`config.mk`:
```
export PLATFORM = sky130hd
export DESIGN_NAME = bd_upstream_top
export DESIGN_NICKNAME = d
export VERILOG_FILES = /design/src/hdl/bd_word_pkg.sv /design/src/hdl/host_stream_pkg.sv /design/src/hdl/bd_word_decoder.sv /design/src/hdl/bd_tag_split.sv /design/src/hdl/time_unit_timer.sv /design/src/hdl/upstream_merge_fsm.sv /design/src/hdl/bd_upstream_top.sv
export SDC_FILE = /design/constraint.sdc
export NUM_CORES = 1
export LEC_CHECK = 0
export BUFFER_PORTS_ARGS = -buffer_cell sky130_fd_sc_hd__buf_2
export CAP_MARGIN = 0
export CORE_ASPECT_RATIO = 1.1
export CORE_MARGIN = 4
export CORE_UTILIZATION = 55
export CTS_CLUSTER_SIZE = 40
export DETAILED_ROUTE_END_ITERATION = 8
export GPL_TIMING_DRIVEN = 0
export MAX_ROUTING_LAYER = met4
export PLACE_DENSITY = 0.77
export SLEW_MARGIN = 20
export SYNTH_ARGS = -nofsm -noshare
export SYNTH_HDL_FRONTEND = slang
export SYNTH_SLANG_ARGS = --single-unit
```
`constraint.sdc`:
```
create_clock -name clk -period 3.1 [get_ports clk]
set_input_delay 0.155 -clock clk [delete_from_list [all_inputs] [get_ports clk]]
set_output_delay 0.155 -clock clk [all_outputs]
set_load 0.01 [all_outputs]
```
`src/hdl/bd_word_pkg.sv`:
```
package bd_word_pkg;

  // raw chunk coming up from the core
  localparam int nchunk = 20;

  // leaf code width, sits at the top of the decoded word
  localparam int nleaf = 5;

  // tag payload fields, msb first: global route, tag, count
  localparam int nglobal = 12;
  localparam int ntag = 11;
  localparam int nct = 9;
  localparam int npayload = nglobal + ntag + nct;

  // leaf codes of the upstream tree
  // only the two readout codes carry tags
  typedef enum logic [nleaf-1:0] {
    leaf_dump_pat       = 5'd0,
    leaf_dump_tat0      = 5'd1,
    leaf_dump_tat1      = 5'd2,
    leaf_dump_mm        = 5'd3,
    leaf_dump_am        = 5'd4,
    leaf_dump_prog_amm  = 5'd5,
    leaf_dump_pre_fifo  = 5'd6,
    leaf_dump_post_fifo = 5'd7,
    leaf_ovflw_pre      = 5'd8,
    leaf_ovflw_post     = 5'd9,
    leaf_nrn_spike      = 5'd10,
    leaf_ro_acc         = 5'd11,
    leaf_ro_tat         = 5'd12,
    leaf_dump_route     = 5'd13,
    leaf_dump_dac       = 5'd14,
    leaf_dump_adc       = 5'd15,
    leaf_delay_dump     = 5'd16,
    leaf_status         = 5'd17,
    leaf_unused         = 5'd31
  } leaf_code_t;

endpackage

```
`src/hdl/host_stream_pkg.sv`:
```
package host_stream_pkg;

  // host word payload, wide enough for leaf code plus decoded payload
  localparam int nhost_data = 40;

  // opcode sent with every host word
  typedef enum logic [1:0] {
    op_global_tag = 2'd0,
    op_tag        = 2'd1,
    op_other      = 2'd2,
    op_time       = 2'd3
  } host_op_t;

  // merge fsm states
  // st_ack releases the source word after all its copies left
  typedef enum logic [2:0] {
    st_idle   = 3'd0,
    st_time   = 3'd1,
    st_global = 3'd2,
    st_tag    = 3'd3,
    st_other  = 3'd4,
    st_ack    = 3'd5
  } merge_state_t;

endpackage

```
`src/hdl/bd_word_decoder.sv`:
```
`timescale 1ns/1ps

module bd_word_decoder import bd_word_pkg::*; (
  input  logic                clk,
  input  logic                rst_n,
  input  logic                chunk_v,
  output logic                chunk_a,
  input  logic [nchunk-1:0]   chunk,
  output logic                word_v,
  input  logic                word_a,
  output leaf_code_t          leaf_code,
  output logic [npayload-1:0] payload,
  output logic                framing_error
);

  // second chunk carries the low payload bits, first chunk the rest
  localparam int nlo = nchunk - 2;
  localparam int nhi = npayload - nlo;

  logic           take;
  logic           is_first;
  logic           is_second;
  logic           load_word;
  logic           word_v_nxt;
  logic           first_v;
  leaf_code_t     first_leaf;
  logic [nhi-1:0] first_hi;

  assign take = chunk_v & chunk_a;
  assign is_first = chunk[nchunk-1];
  assign is_second = ~chunk[nchunk-1] & ~chunk[nchunk-2];

  // a word is complete when a proper second chunk follows a held first one
  assign load_word = take & is_second & first_v;
  assign word_v_nxt = load_word | (word_v & ~word_a);

  always_ff @(posedge clk or negedge rst_n) begin
    if (!rst_n) begin
      chunk_a <= 1'b0;
      word_v <= 1'b0;
      first_v <= 1'b0;
      framing_error <= 1'b0;
    end else begin
      // no new chunks while a decoded word waits downstream
      chunk_a <= ~word_v_nxt;
      word_v <= word_v_nxt;
      if (take && is_first) begin
        // a first chunk on top of another one replaces it
        first_v <= 1'b1;
        if (first_v) framing_error <= 1'b1;
      end else if (take) begin
        first_v <= 1'b0;
        if (!load_word) framing_error <= 1'b1;
      end
    end
  end

  always_ff @(posedge clk) begin
    if (take && is_first) begin
      first_leaf <= leaf_code_t'(chunk[nchunk-2 -: nleaf]);
      first_hi <= chunk[nhi-1:0];
    end
    if (load_word) begin
      leaf_code <= first_leaf;
      payload <= {first_hi, chunk[nlo-1:0]};
    end
  end

  // held word must not change under back-pressure from the splitter
  a_word_hold : assert property (@(posedge clk) disable iff (!rst_n)
    word_v && !word_a |=> word_v && $stable(leaf_code) && $stable(payload));

endmodule

```
`src/hdl/bd_tag_split.sv`:
```
`timescale 1ns/1ps

module bd_tag_split import bd_word_pkg::*; #(
  parameter int unsigned go_home_rt = 255
) (
  input  logic                word_v,
  output logic                word_a,
  input  leaf_code_t          leaf_code,
  input  logic [npayload-1:0] payload,
  input  logic                report_tags,
  output logic                gtag_v,
  input  logic                gtag_a,
  output logic [nglobal-1:0]  gtag_route,
  output logic [ntag-1:0]     gtag_tag,
  output logic [nct-1:0]      gtag_ct,
  output logic                tag_v,
  input  logic                tag_a,
  output logic [ntag-1:0]     tag_tag,
  output logic [nct-1:0]      tag_ct,
  output logic                other_v,
  input  logic                other_a,
  output leaf_code_t          other_leaf_code,
  output logic [npayload-1:0] other_payload
);

  logic [nglobal-1:0] route;
  logic               is_tag;
  logic               to_global;
  logic               to_tag;
  logic               to_other;

  assign route = payload[npayload-1 -: nglobal];

  // readout leaves are the only ones carrying tags
  assign is_tag = (leaf_code == leaf_ro_acc) || (leaf_code == leaf_ro_tat);

  // tags not bound for home leave through the global route
  assign to_global = word_v & is_tag & (route != nglobal'(go_home_rt));
  assign to_tag = word_v & is_tag & ~to_global;

  // home tags are mirrored to other only when reporting is on
  assign to_other = word_v & ~to_global & (~is_tag | report_tags);

  assign gtag_v = to_global;
  assign {gtag_route, gtag_tag, gtag_ct} = payload;

  assign tag_v = to_tag;
  assign tag_tag = payload[ntag+nct-1:nct];
  assign tag_ct = payload[nct-1:0];

  assign other_v = to_other;
  assign other_leaf_code = leaf_code;
  assign other_payload = payload;

  // word is released only once every destination took it
  always_comb begin
    if (to_global) begin
      word_a = gtag_a;
    end else if (to_tag && to_other) begin
      word_a = tag_a & other_a;
    end else if (to_tag) begin
      word_a = tag_a;
    end else if (to_other) begin
      word_a = other_a;
    end else begin
      word_a = 1'b0;
    end
  end

endmodule

```
`src/hdl/time_unit_timer.sv`:
```
`timescale 1ns/1ps

module time_unit_timer #(
  parameter int unsigned time_unit_cycles = 200
) (
  input  logic        clk,
  input  logic        rst_n,
  output logic        time_v,
  input  logic        time_a,
  output logic [15:0] time_count
);

  localparam int ncyc = (time_unit_cycles > 2) ? $clog2(time_unit_cycles) : 1;

  logic [ncyc-1:0] cyc;
  logic            wrap;

  // last cycle of the current time unit
  assign wrap = (cyc == ncyc'(time_unit_cycles - 1));

  always_ff @(posedge clk or negedge rst_n) begin
    if (!rst_n) begin
      cyc <= '0;
      time_count <= '0;
      time_v <= 1'b0;
    end else begin
      if (wrap) begin
        cyc <= '0;
      end else begin
        cyc <= cyc + 1'b1;
      end

      // count keeps running even when the marker is not taken yet
      if (wrap) begin
        time_count <= time_count + 16'd1;
      end

      // a wrap in the ack cycle keeps the marker pending
      if (wrap) begin
        time_v <= 1'b1;
      end else if (time_a) begin
        time_v <= 1'b0;
      end
    end
  end

endmodule

```
`src/hdl/upstream_merge_fsm.sv`:
```
`timescale 1ns/1ps

module upstream_merge_fsm import host_stream_pkg::*, bd_word_pkg::*; (
  input  logic                  clk,
  input  logic                  rst_n,
  input  logic                  time_v,
  output logic                  time_a,
  input  logic [15:0]           time_count,
  input  logic                  gtag_v,
  output logic                  gtag_a,
  input  logic [nglobal-1:0]    gtag_route,
  input  logic [ntag-1:0]       gtag_tag,
  input  logic [nct-1:0]        gtag_ct,
  input  logic                  tag_v,
  output logic                  tag_a,
  input  logic [ntag-1:0]       tag_tag,
  input  logic [nct-1:0]        tag_ct,
  input  logic                  other_v,
  output logic                  other_a,
  input  leaf_code_t            other_leaf_code,
  input  logic [npayload-1:0]   other_payload,
  output logic                  host_v,
  input  logic                  host_a,
  output host_op_t              host_op,
  output logic [nhost_data-1:0] host_data
);

  merge_state_t state;
  merge_state_t state_nxt;
  logic         done;
  logic         load_time;
  logic         load_gtag;
  logic         load_tag;
  logic         load_other;
  logic         pend_gtag;
  logic         pend_tag;
  logic         pend_other;

  assign done = host_v & host_a;

  always_comb begin
    state_nxt = state;
    load_time = 1'b0;
    load_gtag = 1'b0;
    load_tag = 1'b0;
    load_other = 1'b0;
    case (state)
      st_idle: begin
        // time markers go first, core words wait in the splitter
        if (time_v) begin
          load_time = 1'b1;
          state_nxt = st_time;
        end else if (gtag_v) begin
          load_gtag = 1'b1;
          state_nxt = st_global;
        end else if (tag_v) begin
          load_tag = 1'b1;
          state_nxt = st_tag;
        end else if (other_v) begin
          load_other = 1'b1;
          state_nxt = st_other;
        end
      end
      st_time: if (done) state_nxt = st_idle;
      st_global: if (done) state_nxt = st_ack;
      st_tag: begin
        if (done && pend_other) begin
          // reported home tag, send the mirrored copy right behind
          load_other = 1'b1;
          state_nxt = st_other;
        end else if (done) begin
          state_nxt = st_ack;
        end
      end
      st_other: if (done) state_nxt = st_ack;
      st_ack: state_nxt = st_idle;
      default: state_nxt = st_idle;
    endcase
  end

  always_ff @(posedge clk or negedge rst_n) begin
    if (!rst_n) begin
      state <= st_idle;
      host_v <= 1'b0;
      pend_gtag <= 1'b0;
      pend_tag <= 1'b0;
      pend_other <= 1'b0;
    end else begin
      state <= state_nxt;
      if (load_time || load_gtag || load_tag || load_other) begin
        host_v <= 1'b1;
      end else if (done) begin
        host_v <= 1'b0;
      end
      // remember which split copies must be acked together
      if (load_gtag) pend_gtag <= 1'b1;
      if (load_tag) begin
        pend_tag <= 1'b1;
        pend_other <= other_v;
      end
      if (load_other) pend_other <= 1'b1;
      if (state == st_ack) begin
        pend_gtag <= 1'b0;
        pend_tag <= 1'b0;
        pend_other <= 1'b0;
      end
    end
  end

  always_ff @(posedge clk) begin
    if (load_time) begin
      host_op <= op_time;
      host_data <= nhost_data'(time_count);
    end
    if (load_gtag) begin
      host_op <= op_global_tag;
      host_data <= nhost_data'({gtag_route, gtag_tag, gtag_ct});
    end
    if (load_tag) begin
      host_op <= op_tag;
      host_data <= nhost_data'({tag_tag, tag_ct});
    end
    if (load_other) begin
      host_op <= op_other;
      host_data <= nhost_data'({other_leaf_code, other_payload});
    end
  end

  assign time_a = (state == st_time) & done;
  assign gtag_a = (state == st_ack) & pend_gtag;
  assign tag_a = (state == st_ack) & pend_tag;
  assign other_a = (state == st_ack) & pend_other;

  // splitter must never route one word both to global and to home
  a_split_excl : assert property (@(posedge clk) disable iff (!rst_n)
    !(gtag_v && tag_v));

  a_host_hold : assert property (@(posedge clk) disable iff (!rst_n)
    host_v && !host_a |=> host_v && $stable(host_op) && $stable(host_data));

  // st_ack acks exactly the copies the splitter still offers
  a_src_ack : assert property (@(posedge clk) disable iff (!rst_n)
    (gtag_a || tag_a || other_a) |->
      state == st_ack && gtag_a == gtag_v && tag_a == tag_v && other_a == other_v);

  // a marker is only taken while the timer still offers it
  a_time_ack : assert property (@(posedge clk) disable iff (!rst_n)
    time_a |-> state == st_time && time_v && host_op == op_time);

endmodule

```
`src/hdl/bd_upstream_top.sv`:
```
`timescale 1ns/1ps

module bd_upstream_top import bd_word_pkg::*, host_stream_pkg::*; #(
  parameter int unsigned go_home_rt = 255,
  parameter int unsigned time_unit_cycles = 200
) (
  input  logic                  clk,
  input  logic                  rst_n,
  input  logic                  chunk_v,
  output logic                  chunk_a,
  input  logic [nchunk-1:0]     chunk,
  input  logic                  report_tags,
  output logic                  host_v,
  input  logic                  host_a,
  output host_op_t              host_op,
  output logic [nhost_data-1:0] host_data,
  output logic                  framing_error
);

  // decoded word channel
  logic                word_v;
  logic                word_a;
  leaf_code_t          leaf_code;
  logic [npayload-1:0] payload;

  // split channels
  logic                gtag_v;
  logic                gtag_a;
  logic [nglobal-1:0]  gtag_route;
  logic [ntag-1:0]     gtag_tag;
  logic [nct-1:0]      gtag_ct;
  logic                tag_v;
  logic                tag_a;
  logic [ntag-1:0]     tag_tag;
  logic [nct-1:0]      tag_ct;
  logic                other_v;
  logic                other_a;
  leaf_code_t          other_leaf_code;
  logic [npayload-1:0] other_payload;

  // time markers
  logic                time_v;
  logic                time_a;
  logic [15:0]         time_count;

  bd_word_decoder i_decoder (
    .clk(clk), .rst_n(rst_n),
    .chunk_v(chunk_v), .chunk_a(chunk_a), .chunk(chunk),
    .word_v(word_v), .word_a(word_a), .leaf_code(leaf_code), .payload(payload),
    .framing_error(framing_error)
  );

  bd_tag_split #(.go_home_rt(go_home_rt)) i_split (
    .word_v(word_v), .word_a(word_a), .leaf_code(leaf_code), .payload(payload),
    .report_tags(report_tags),
    .gtag_v(gtag_v), .gtag_a(gtag_a), .gtag_route(gtag_route), .gtag_tag(gtag_tag),
    .gtag_ct(gtag_ct),
    .tag_v(tag_v), .tag_a(tag_a), .tag_tag(tag_tag), .tag_ct(tag_ct),
    .other_v(other_v), .other_a(other_a), .other_leaf_code(other_leaf_code),
    .other_payload(other_payload)
  );

  time_unit_timer #(.time_unit_cycles(time_unit_cycles)) i_timer (
    .clk(clk), .rst_n(rst_n),
    .time_v(time_v), .time_a(time_a), .time_count(time_count)
  );

  upstream_merge_fsm i_merge (
    .clk(clk), .rst_n(rst_n),
    .time_v(time_v), .time_a(time_a), .time_count(time_count),
    .gtag_v(gtag_v), .gtag_a(gtag_a), .gtag_route(gtag_route), .gtag_tag(gtag_tag),
    .gtag_ct(gtag_ct),
    .tag_v(tag_v), .tag_a(tag_a), .tag_tag(tag_tag), .tag_ct(tag_ct),
    .other_v(other_v), .other_a(other_a), .other_leaf_code(other_leaf_code),
    .other_payload(other_payload),
    .host_v(host_v), .host_a(host_a), .host_op(host_op), .host_data(host_data)
  );

endmodule

```
Word-level counts from Yosys, hierarchy flattened
Index checks and enable logic that the tools add are counted.

operators by class
  add/subtract/negate cells = 2
  eq/ne operators = 13
  mux-type cells = 52
  bitwise operators = 24
  reduce and logical (&&, ||, !) cells = 19

operators by type and width
  cell                                                    number
  two-way mux 37 bit                                      4
  two-way mux 1 bit                                       35
  two-way mux 3 bit                                       7
  adder 16 x 1 -> 16 bit, second input constant           1
  bitwise AND 1 bit                                       16
  inequality test 12 x 8 -> 1 bit, second input constant  1
  one-hot mux 3 bit (4 select lines)                      1
  equality test 5 x 4 -> 1 bit, second input constant     2
  nonzero test 2 bit                                      5
  adder 8 x 1 -> 8 bit, second input constant             1
  equality test 8 bit, second input constant              1
  two-way mux 8 bit                                       1
  equality test 3 x 2 -> 1 bit, second input constant     2
  equality test 3 bit, second input constant              2
  two-way mux 2 bit                                       3
  inverter 1 bit                                          6
  nonzero test 3 bit                                      2
  inequality test 5 x 4 -> 1 bit, second input constant   1
  logical OR 1 bit                                        4
  inequality test 2 x 1 -> 1 bit, second input constant   2
  nonzero test 4 bit                                      1
  equality test 3 x 1 -> 1 bit, second input constant     1
  logical AND 1 bit                                       3
  logical NOT 3 bit                                       1
  other kinds (6)                                         7

storage, ports and cells
  register bits after elaboration = 131
  input port bits = 25
  output and inout bits = 45

Longest topological paths before layout
Gate-level depths: netlist of the first run.

  word-level depth = 15
  depth in mapped cells = 7
  mapped depth without buffers = 6

By module
From an unflattened synthesis of the first run, not the netlist that was laid out.

second synthesis, totals
  cell total of the unflattened synthesis = 527
  area, all modules = 6293.5 µm²

by module, submodules not included
  module              times used  cells each  area each (µm²)
  upstream_merge_fsm  1           254         2496.1
  bd_word_decoder     1           70          1851.8
  time_unit_timer     1           96          1151.1
  bd_tag_split        1           107         794.5

Worst setup path after synthesis of the first run
OpenSTA, ideal clock, no wires.

  path kind = flip-flop to flip-flop
  start = reg i_decoder.first_v
  end = reg i_decoder.leaf_code[0], enable pin
  arrival = 2352 ps
  required time = 2664 ps
  slack = 313 ps
  cell stages (with the launch flop) = 4
  period minus slack after synthesis = 2787 ps
  cell sequence = dfrtp_1 > inv_1 > or3_1 > nor2_1

between the ends
  cells in the longest elaborated chain, start to end = 1

RTL lines
  item                           line                   RTL
  from (decl)                    bd_word_decoder.sv:25  logic first_v;
  from (signal assigned)         bd_word_decoder.sv:41  first_v <= 1'b0;
  from (signal assigned)         bd_word_decoder.sv:49  first_v <= 1'b1;
  from (signal assigned)         bd_word_decoder.sv:52  first_v <= 1'b0;
  bitwise AND 1 bit              bd_word_decoder.sv:34  assign load_word = take & is_second & first_v;
  named net i_decoder.load_word  bd_word_decoder.sv:23  logic load_word;
  to (signal assigned)           bd_word_decoder.sv:64  leaf_code <= first_leaf;
  to (decl)                      bd_word_decoder.sv:11  output leaf_code_t leaf_code,

The timed path passes the listed nets, and every way through them passes these cells.
A chain may end at the register's enable or synchronous reset.

Final worst setup path of the first run
  start = reg i_decoder.leaf_code[4]
  end = reg i_merge.host_data[30] (data pin)

between the ends
  cells in the longest elaborated chain, start to end = 13

RTL lines
  item                                line                                    RTL
  equality test 5 x 4 -> 1 bit        bd_tag_split.sv:35                      assign is_tag = (leaf_code == leaf_ro_acc) || (leaf_code == leaf_ro_tat);
  logical OR 1 bit *                  bd_tag_split.sv:35
  bitwise AND 1 bit                   bd_tag_split.sv:38, bd_tag_split.sv:39
  bitwise AND 1 bit                   bd_tag_split.sv:38                      assign to_global = word_v & is_tag & (route != nglobal'(go_home_rt));
  inverter 1 bit                      bd_tag_split.sv:39, bd_tag_split.sv:42
  bitwise AND 1 bit (2 in a row)      bd_tag_split.sv:42                      assign to_other = word_v & ~to_global & (~is_tag | report_tags);
  two-way mux 1 bit                   upstream_merge_fsm.sv:59                end else if (other_v) begin
  two-way mux 1 bit                   upstream_merge_fsm.sv:56                end else if (tag_v) begin
  two-way mux 1 bit                   upstream_merge_fsm.sv:53                end else if (gtag_v) begin
  two-way mux 1 bit                   upstream_merge_fsm.sv:50                if (time_v) begin
  one-hot mux 1 bit (2 select lines)  upstream_merge_fsm.sv:47                case (state)
  two-way mux 37 bit *                upstream_merge_fsm.sv:123               if (load_other) begin
  to (signal assigned)                upstream_merge_fsm.sv:117               host_data <= nhost_data'({gtag_route, gtag_tag, gtag_ct});
  to (signal assigned)                upstream_merge_fsm.sv:121               host_data <= nhost_data'({tag_tag, tag_ct});
  to (signal assigned)                upstream_merge_fsm.sv:125               host_data <= nhost_data'({other_leaf_code, other_payload});
  to (decl)                           upstream_merge_fsm.sv:25                output logic [nhost_data-1:0] host_data

Mark *: on every way between the ends. The rest lies on a longest branch, timed or not.

==> results.py, run 1 <==
metrics = {
    "power": {
        "p_int_mw": 3.838,
        "p_leak_nw": 2.591,
        "pwr_density_cell_nw_per_um2": 816.5,
        "vdd.ir_drop.worst_mv": 0.4870,
        "p_seq_share_pct": 44.4,
        "clkPwrFrac_pct": 37.7,
        "combinationalPowerShare_pct": 17.9,
        "p_switching_mw": 1.415,
        "swShare_pct": 26.94,
        "finalPower_mw": 5.253,
    },
    "logic_synthesis": {
        "synthFlopType": "edfxtp_1",
        "ys_types": 60,
        "avgSynthCellArea_um2": 16.08,
        "synth.ff_latch_count": 131,
        "netlist_area_um2": 5081,
        "synth_cells": 316,
        "synth-edff-count": 93,
        "synth_warnings": 0,
        "synthArstFlopShare_pct": 27.48,
        "ys_seq_area_share_pct": 73.48,
    },
    "clock_tree": {
        "clk_path_buf_depth": 2,
        "numCtsBuffers": 17,
        "cts_max_level": 4,
        "cts_setup_buffers": 0,
        "clk_pin_slew_ns": 0.06,
        "cts.root.buffer_cell": "clkbuf_8",
        "insertion_delay_ns": 0.52,
        "cts_sinks": 131,
        "tritoncts": "built",
    },
    "global_route": {
        "antenna_found_initial": 0,
        "grt_max_degree": 37,
        "grt_pass1_wl_um": 15830,
        "track_usage_pct": 20.65,
        "overflow": 0,
        "grt_pass1_vias": 3082,
    },
    "detailed_routing": {
        "post_drt_wl_per_cell_um": 17.79,
        "num_vias": 2981,
        "routed_wl_um": 9872,
        "vias_per_cell": 5.371,
        "wl_met2_um": 5049,
        "dr.pass1.iters": 5,
        "top_layer": "met4",
        "drc": 0,
        "drt_iter0_markers": 215,
        "antenna_left": 0,
        "wl_met3_um": 700,
        "wl_met1_um": 3818,
    },
    "timing": {
        "max_slew_margin_pct": 33.12,
        "rsz0062_at_grt": "false",
        "fmax_mhz": 417.8,
        "worstMarginPinSlew_ns": 1.003,
        "period_needed_ns": 2.394,
        "finalSetupViolCount": 0,
        "finalMaxSlewViolations": 0,
        "hold_violations": 0,
        "skew_ns": 0.006106,
        "finalCritPeriodShare_pct": 77.21,
    },
    "setup_path": {
        "worstReg2RegEnd": "i_merge.host_data[30]",
        "path_cells": "nor2b_1 -> o211ai_2 -> nor4_1 -> nand2b_4 -> buf_2 -> and2_1",
        "start_kind": "flip-flop",
        "crit-reg2reg-launch": "i_decoder.leaf_code[4]",
        "worstPathMaxFanout": 10,
        "worst_r2r_path_depth": 6,
        "worstPathRequired_ns": 3.49,
        "worstSetupPathType": "reg -> reg",
        "crit_path_max_incr_delay_ns": 0.71,
        "critPathCaptureType": "flip-flop",
        "critical_path_arrival_ns": 2.78,
        "r2r_slack_ns": 0.71,
        "slowest_stage": "nor4_1",
    },
    "cells_and_area": {
        "diodes": 0,
        "final_nets": 455,
        "drive_above_1_share_pct": 28.57,
        "syn2layout_area_growth_pct": 26.62,
        "instances_no_fill": 555,
    },
    "floorplan": {
        "dieHeight_um": 108.8,
        "die_w_um": 99.65,
        "die-area_um2": 10840,
        "coreArea_um2": 8919,
        "start_util_pct": 56.97,
        "ios": 70,
        "rows": 36,
    },
    "placement": {
        "place_inst": 500,
        "gp_congestion": 0.8161,
        "hpwl_um": 5975,
        "portBuffers": 66,
    },
    "run": {
        "cap_violations": 0,
    },
    "min_path": {
        "min_path_cells": 3,
        "hp-start": "chunk_v",
        "min_path_type": "in -> reg",
        "hold_path_end": "i_decoder.first_v",
    },
    "status": {
        "run_status": "finished, final reports clean",
    },
}
==> placed cells by master (no fill, tap or decap), types with 2 or more instances in the layout <==
| master | instances |
|---|---|
| edfxtp_1 | 93 |
| buf_2 | 69 |
| dfrtp_1 | 36 |
| dlygate4sd3_1 | 23 |
| and2_1 | 16 |
| mux2_1 | 16 |
| clkbuf_16 | 16 |
| nand2_1 | 14 |
| nor2_1 | 12 |
| xnor2_1 | 12 |
| nand3_1 | 10 |
| nor2b_1 | 9 |
| xor2_1 | 8 |
| o21ai_0 | 7 |
| a21oi_1 | 6 |
| nand4_1 | 5 |
| inv_1 | 5 |
| inv_6 | 5 |
| a21o_1 | 4 |
| buf_4 | 4 |
| clkinvlp_4 | 4 |
| nor3_1 | 3 |
| and3_1 | 3 |
| conb_1 | 3 |
| bufinv_16 | 3 |
| nand2b_1 | 2 |
| and2b_1 | 2 |
| and4_1 | 2 |
| nand3b_1 | 2 |
| o21a_1 | 2 |
| ha_1 | 2 |
| clkinv_2 | 2 |
| dfxtp_1 | 2 |
| buf_12 | 2 |
==> state kept, by name, indices dropped and copies added, names as in the netlist, 2 cells and up <==
signal,flops
i_merge.host_op,2
i_timer.time_count,16
i_merge.host_data,37
i_merge.state,3
i_decoder.first_hi,14
i_decoder.payload,32
i_decoder.leaf_code,5
i_decoder.first_leaf,5
i_timer.cyc,8
==> metal layers <==
metal,vias up,track usage (%)
met3,23,7.678
met2,117,33.21
met5,-,-
li1,1394,-
met4,0,10.54
met1,1447,22.61
==> critical path, delay by kind of cell, from the launching register on <==
family	cells	cell delay, ns
and+or+nand+nor	4	1.43
buffers and inverters	1	0.17
AOI/OAI and AO/OA	1	0.21
DFF	1	0.47
==> through the flow <==
| step | hold slack [ns] | utilization [%] | area, µm² | setup TNS, ns | setup WS, ns |
|---|---|---|---|---|---|
| floorplan | -0.1406 | - | 5089 | 0 | 0.3125 |
| CTS | 0.03052 | 72.14 | 6434 | 0 | 0.7921 |
| global route | 0.07180 | 72.14 | 6434 | 0 | 0.6123 |
| global placement | 0.2951 | 62.36 | 5562 | -19.28 | -0.5044 |
| detailed placement | 0.3040 | 62.92 | 5612 | 0 | 0.7570 |
| finish | 0.04666 | 72.14 | 6434 | 0 | 0.7064 |
==> kinds of logic (layout without fill, tap and decap cells) <==
logic type,count (synthesis),in the layout,synth area share [%]
AOI/OAI and AO/OA,32,32,4.654
muxes,17,17,3.767
other,1,3,0.07380
xor gates and xnor gates,20,20,3.447
buffers and inverters,14,137,1.551
and+or+nand+nor,99,99,12.53
DFF,131,131,73.48
adders and majority gates,2,2,0.4924
==> final cells by class <==
class,count,area (µm²)
flip-flops and latches,131,3734
repair buffers,91,600.6
multi-input cells,173,1286
well taps,114,142.6
plain buffers,9,60.06
inverters,5,18.77
fillers,568,2485
clock inverters,15,177.7
clock buffers,17,414.1
==> cells in the mapped netlist, types with 6 or more instances <==
library cell | n | area [µm²]
xnor2_1 | 12 | 105.1
nand3_1 | 10 | 50.05
mux2_1 | 16 | 180.2
and2_1 | 16 | 100.1
a21oi_1 | 6 | 30.03
dfrtp_1 | 36 | 900.9
nand2_1 | 14 | 52.55
xor2_1 | 8 | 70.07
nor2_1 | 13 | 48.80
edfxtp_1 | 93 | 2793
o21ai_0 | 7 | 35.03
nor2b_1 | 9 | 56.30
==> timing repair <==
| item | 4_1_cts | 5_1_grt |
|---|---|---|
| hold buffers | 23 | 0 |
| hold endpoints to repair | 76 | 0 |
| gates resized for setup | 0 | 0 |
==> power by group through the flow <==
stage | logic (mW) | registers (mW) | clock network (mW)
5_1_grt | 1.03 | 2.36 | 2.09
4_1_cts | 0.949 | 2.32 | 1.99
3_3_place_gp | 0.852 | 2.36 | 0
2_1_floorplan | 0.466 | 2.44 | 0
3_5_place_dp | 0.910 | 2.35 | 0
6_report | 0.942 | 2.33 | 1.98
==> how the worst max path moves through the flow <==
stage	from	to	cells past startpoint
2_1_floorplan	i_decoder.first_v	i_decoder.leaf_code[0]	3
3_3_place_gp	i_decoder.first_v	i_decoder.payload[5]	3
3_5_place_dp	i_decoder.leaf_code[0]	i_merge.host_data[29]	6
4_1_cts	i_decoder.leaf_code[4]	i_merge.host_data[29]	6
5_1_grt	i_decoder.leaf_code[0]	i_merge.host_data[30]	6
6_report	i_decoder.leaf_code[4]	i_merge.host_data[30]	6
Note: power is estimated with default switching activity, not from simulation.
==> run 2, diff against run 1 <==
ABC_AREA = 1   (was not set)
CORE_UTILIZATION = 52   (was 55)
PLACE_DENSITY = 0.76   (was 0.77)
clock period = 2 ns   (was 3.1 ns; I/O delays follow)
==> run 2 against run 1 <==
  * Via count is 33% higher
  * Setup slack lost 0.71 ns
  * Area after synthesis increased by 8.7%
  * Register-to-register slack got worse by 0.71 ns
  * Critical endpoint is now i_merge.host_data[25]
  * Largest power group unchanged
  * Highest routed layer unchanged
==> results.py, run 2 <==
metrics = {
    "setup_path": {
        "crit-reg2reg-launch": "i_decoder.leaf_code[2]",
        "critical_path_arrival_ns": 2.19,
        "critPathCaptureType": "flip-flop",
        "worstReg2RegEnd": "i_merge.host_data[25]",
        "worstPathMaxFanout": 7,
        "worstPathRequired_ns": 2.19,
        "worst_r2r_path_depth": 11,
        "start_kind": "flip-flop",
        "worstSetupPathType": "reg -> reg",
        "worstSetupEndpoint": "i_merge.host_data[25]",
        "r2r_slack_ns": 0.0008,
        "critical_path.startpoint": "i_decoder.leaf_code[2]",
    },
    "detailed_routing": {
        "num_vias": 3961,
        "vias_per_cell": 5.212,
        "antenna_left": 0,
        "dr.pass1.iters": 7,
        "drc": 0,
        "post_drt_wl_per_cell_um": 17.33,
        "routed_wl_um": 13170,
        "drt_iter0_markers": 376,
    },
    "timing": {
        "worst_slack_ns": 0.0007683,
        "finalMaxSlewViolations": 0,
        "hold_violations": 0,
        "finalSetupViolCount": 0,
        "finalCritPeriodShare_pct": 99.96,
        "rsz0062_at_grt": "true",
        "max_slew_margin_pct": 42.96,
        "worstMarginPinSlew_ns": 0.8557,
        "fmax_mhz": 500.2,
        "period_needed_ns": 1.999,
        "skew_ns": 0.01851,
    },
    "power": {
        "vdd.ir_drop.worst_mv": 0.7047,
        "pwr_density_cell_nw_per_um2": 1329,
        "p_leak_nw": 3.113,
    },
    "cells_and_area": {
        "mostFrequentLayoutCells": "edfxtp_1, nand2_1, buf_2, inv_1, nor2_1",
        "top_register": "i_merge.host_data",
        "top_regs": "i_merge.host_data x37, i_decoder.payload x32, i_timer.time_count x16",
        "final_common_cell": "edfxtp_1",
        "instances_no_fill": 760,
        "fin_util_pct": 69.04,
        "drive_above_1_share_pct": 29.82,
        "diodes": 0,
        "final_nets": 631,
        "largest_reg_flops": 37,
        "stdcell_area_um2": 7176,
        "syn2layout_area_growth_pct": 29.96,
    },
    "floorplan": {
        "ios": 70,
        "rows": 39,
        "die-area_um2": 12330,
        "dieHeight_um": 116.1,
        "die_w_um": 106.3,
        "coreArea_um2": 10390,
        "start_util_pct": 53.12,
    },
    "placement": {
        "pre_cts_ws_ns": -0.6066,
        "portBuffers": 66,
        "hpwl_um": 7585,
        "gp_congestion": 0.8918,
        "postPlaceCellArea_um2": 6082,
        "place_inst": 686,
    },
    "logic_synthesis": {
        "synth.ff_latch_count": 131,
        "synth_cells": 473,
        "yosysTopAreaCellShare_pct": 50.58,
        "ys_seq_area_share_pct": 67.62,
        "netlist_top_cells_count": "edfxtp_1, nand2_1, inv_1, nor2_1, dfrtp_1",
        "avgSynthCellArea_um2": 11.67,
        "netlist_area_um2": 5522,
        "ys_types": 37,
        "synthArstFlopShare_pct": 27.48,
        "synth_area_leaders": "edfxtp_1, dfrtp_1, nand2_1",
        "synth-edff-count": 93,
        "synthFlopType": "edfxtp_1",
        "synth_top_area_cell": "edfxtp_1",
        "synth.most_common_cell": "edfxtp_1",
        "synth_warnings": 0,
    },
    "clock_tree": {
        "cts_max_level": 4,
        "numCtsBuffers": 17,
        "clk_pin_slew_ns": 0.07,
        "cts.root.buffer_cell": "clkbuf_16",
        "tritoncts": "built",
        "cts_sinks": 131,
        "clk_path_buf_depth": 2,
        "insertion_delay_ns": 0.43,
    },
    "global_route": {
        "overflow": 0,
        "grt_pass1_vias": 3902,
        "antenna_found_initial": 0,
        "grt_max_degree": 38,
        "track_usage_pct": 21.25,
        "grt_pass1_wl_um": 19100,
    },
    "status": {
        "run_status": "finished, final reports clean",
    },
    "min_path": {
        "min_path_type": "in -> reg",
    },
    "run": {
        "cap_violations": 0,
    },
}
==> run 2: changes by cell type in the layout (fill, tap and decap cells not counted), moves of 15 or more <==
cell,change
buf_4,+16
nand2_1,+72
and2_1,-15
nor2_4,+16
nand4_1,+16
nor2_1,+37
mux2_1,-16
inv_1,+51
==> run 2: where the power goes <==
part           leakage [nW]  switching, mW  internal, mW  total, mW
clock                 0.287           1.37          1.67       3.04
combinational          1.48           1.64         0.967       2.60
sequential             1.35          0.239          3.65       3.89
==> run 2: metal layers <==
metal / global-route usage, % / up-vias / part of all wire (%)
li1: - / 1830 / -
met1: 23.65 / 1937 / 39
met5: - / - / 0
met3: 5.404 / 39 / 5.0
met4: 9.499 / 0 / 3.1
met2: 36.29 / 155 / 53
==> run 2: final cells by class <==
type | count | area (µm²)
inverters | 61 | 232.7
well taps | 143 | 178.9
repair buffers | 107 | 737.0
plain buffers | 10 | 93.84
clock buffers | 17 | 425.4
flip-flops and latches | 131 | 3735
multi-input cells | 276 | 1608
clock inverters | 15 | 165.2
fillers | 681 | 3218
==> run 2: what timing repair did <==
item	4_1_cts	5_1_grt
hold endpoints to repair	74	0
resized for setup	5	19
buffers inserted	1	16
setup endpoints to repair	51	67
gates cloned	0	4
hold buffers	21	0
pin swaps	2	12
==> run 2: metrics by stage <==
stage               TNS, ns  total power [mW]  hold WS [ns]
floorplan                 0             5.189       -0.1956
global placement     -31.93             5.842        0.2332
detailed placement   -22.29             5.946        0.2517
CTS                       0             9.083       0.03645
global route         -1.784             9.935       0.06943
finish                    0             9.535       0.05067
==> run 2: worst max-delay path, stage by stage (launching register included) <==
cell	delay, ns
edfxtp_1	0.46
inv_2	0.11
nand2_2	0.05
nand2_2	0.05
nand4_1	0.18
nor2_1	0.19
nor2_2	0.07
nand2_4	0.12
nand2_4	0.07
nor2_4	0.20
clkbuf_16	0.22
nor2_4	0.04
==> run 2: logic make-up (layout without fill, tap and decap cells) <==
group                      after synthesis  after routing  synth area share, %
and+or+nand+nor                        225            228                20.71
DFF                                    131            131                67.62
buffers and inverters                   71            210                5.688
AOI/OAI and AO/OA                       26             26                2.765
xor gates and xnor gates                17             17                2.697
adders and majority gates                2              2               0.4531
other                                    1              3              0.06792
==> run 2: worst min-delay path by stage <==
stage | startpoint | to | slack (ns) | cells after the start
after floorplan | rst_n | i_decoder.chunk_a | -0.20 | 0
after global placement | rst_n | i_timer.cyc[0] | 0.23 | 1
after detailed placement | rst_n | i_timer.cyc[0] | 0.25 | 1
after CTS | chunk[19] | i_decoder.framing_error | 0.04 | 3
after global routing | chunk[19] | i_decoder.framing_error | 0.07 | 3
final | chunk[19] | i_decoder.framing_error | 0.05 | 3
==> run 3, diff against run 2 <==
BUFFER_PORTS_ARGS = -buffer_cell sky130_fd_sc_hd__buf_4   (was -buffer_cell sky130_fd_sc_hd__buf_2)
CORE_UTILIZATION = 54   (was 52)
CTS_BUF_LIST = sky130_fd_sc_hd__clkbuf_2   (was not set)
PLACE_DENSITY = 0.78   (was 0.76)
==> run 3 against run 2 <==
  * Clock power fell by 50%
  * Hold slack improved by 0.011 ns
  * Design area shrank 3.2%
  * Clock skew is 0.017 ns higher
  * Critical path type unchanged
  * Highest routed layer unchanged
==> results.py, run 3 (synthesis results as in run 2) <==
metrics = {
    "status": {
        "run_status": "finished, final reports clean",
    },
    "cells_and_area": {
        "instances_no_fill": 736,
        "mostFrequentLayoutCells": "edfxtp_1, nand2_1, buf_4, inv_1, nor2_1",
        "final_common_cell": "edfxtp_1",
        "drive_above_1_share_pct": 28.90,
        "fin_util_pct": 69.88,
        "diodes": 0,
        "stdcell_area_um2": 6944,
        "largest_reg_flops": 37,
        "top_register": "i_merge.host_data",
        "top_regs": "i_merge.host_data x37, i_decoder.payload x32, i_timer.time_count x16",
        "final_nets": 630,
        "syn2layout_area_growth_pct": 25.76,
    },
    "timing": {
        "finalSetupTns_ns": 0,
        "skew_ns": 0.03595,
        "finalSetupViolCount": 0,
        "fmax_mhz": 508.2,
        "rsz0062_at_grt": "true",
        "period_needed_ns": 1.968,
        "worst_slack_ns": 0.03215,
        "finalCritPeriodShare_pct": 98.39,
        "hold_violations": 0,
        "finalMaxSlewViolations": 0,
    },
    "power": {
        "p_leak_nw": 2.991,
        "swShare_pct": 34.83,
        "pwr_density_cell_nw_per_um2": 1159,
        "vdd.ir_drop.worst_mv": 0.6671,
        "combinationalPowerShare_pct": 32.7,
        "clkPwrFrac_pct": 19.0,
        "p_int_mw": 5.246,
        "p_seq_share_pct": 48.3,
        "p_switching_mw": 2.804,
    },
    "detailed_routing": {
        "routed_wl_um": 11560,
        "antenna_left": 0,
        "drc": 0,
        "dr.pass1.iters": 4,
        "num_vias": 3782,
        "drt_iter0_markers": 199,
        "post_drt_wl_per_cell_um": 15.70,
        "vias_per_cell": 5.139,
    },
    "setup_path": {
        "critical_path.startpoint": "i_decoder.leaf_code[1]",
        "worstSetupPathType": "reg -> reg",
        "start_kind": "flip-flop",
        "worstPathMaxFanout": 18,
        "critical_path_arrival_ns": 2.35,
        "worst_r2r_path_depth": 7,
        "crit-reg2reg-launch": "i_decoder.leaf_code[1]",
        "critPathCaptureType": "flip-flop",
        "worstPathRequired_ns": 2.38,
    },
    "floorplan": {
        "dieHeight_um": 114.1,
        "ios": 70,
        "rows": 38,
        "die_w_um": 104.4,
        "die-area_um2": 11910,
        "coreArea_um2": 9937,
        "start_util_pct": 55.57,
    },
    "placement": {
        "postPlaceCellArea_um2": 6218,
        "hpwl_um": 7660,
        "place_inst": 663,
        "portBuffers": 66,
        "pre_cts_ws_ns": -0.5977,
        "gp_congestion": 0.8925,
    },
    "clock_tree": {
        "numCtsBuffers": 17,
        "clk_pin_slew_ns": 0.21,
        "cts.root.buffer_cell": "clkbuf_2",
        "cts_max_level": 4,
        "clk_path_buf_depth": 2,
        "cts_sinks": 131,
        "insertion_delay_ns": 0.68,
        "tritoncts": "built",
    },
    "run": {
        "cap_violations": 0,
    },
    "global_route": {
        "overflow": 0,
        "grt_max_degree": 37,
        "antenna_found_initial": 0,
        "grt_pass1_wl_um": 18300,
        "grt_pass1_vias": 3788,
        "track_usage_pct": 20.77,
    },
    "min_path": {
        "min_path_cells": 7,
        "hp-start": "report_tags",
        "min_path_type": "in -> reg",
    },
}
## run 3: what timing repair did
| action | in CTS | in global routing |
|---|---|---|
| resized for setup | 5 | 18 |
| buffers inserted | 5 | 8 |
| hold buffers | 26 | 0 |
| endpoints found under the hold margin | 108 | 0 |
| cloned | 1 | 1 |
| endpoints found under the setup margin | 37 | 66 |
| pin swaps | 2 | 5 |
## run 3: power by group through the flow
stage,sequential [mW],combinational (mW),clock [mW]
after floorplan,4.13,1.06,0
after global placement,3.95,2.12,0
after detailed placement,3.96,2.22,0
after CTS,3.89,2.46,1.57
after global routing,3.95,2.83,1.70
final,3.89,2.63,1.53
## run 3: through the flow
stage	hold slack [ns]	total power [mW]
floorplan	-0.1956	5.189
global placement	0.07638	6.068
detailed placement	0.08991	6.181
CTS	0.0003336	7.915
global route	0.03653	8.471
finish	0.06158	8.050
## run 3: path summary, 6_finish.rpt
| check | to | slack (ns) |
|---|---|---|
| setup / recovery | i_merge.host_data[14] | 0.03 |
| hold / removal | i_decoder.word_v | 0.06 |
| setup reg to reg | i_merge.host_data[14] | 0.03 |
| hold reg to reg | i_decoder.payload[20] | 0.44 |
| max in group asynchronous | i_timer.time_count[6] | 1.37 |
| min in group asynchronous | i_merge.state[1] | 0.42 |
## run 3: cell type report
type                    count  area (µm²)
multi-input cells         274        1572
clock buffers              17       85.08
fillers                   674        2993
clock inverters            15       146.4
inverters                  61       229.0
flip-flops and latches    131        3734
plain buffers              10       96.34
well taps                 120       150.1
repair buffers            108       932.1
## run 3: metal layers
| layer | global-route usage [%] | part of all wire [%] | up-vias |
|---|---|---|---|
| li1 | - | - | 1829 |
| met1 | 23.52 | 39 | 1801 |
| met2 | 35.27 | 53 | 128 |
| met3 | 5.020 | 4.9 | 24 |
| met4 | 9.309 | 2.7 | 0 |
| met5 | - | 0 | - |
## run 3: critical path, stage by stage (launching register included)
cell,delay [ns]
edfxtp_1,0.51
nor2_1,0.14
nand3_1,0.11
nand2_2,0.15
nand3_4,0.15
nand2_1,0.10
inv_1,0.19
nand2_4,0.32
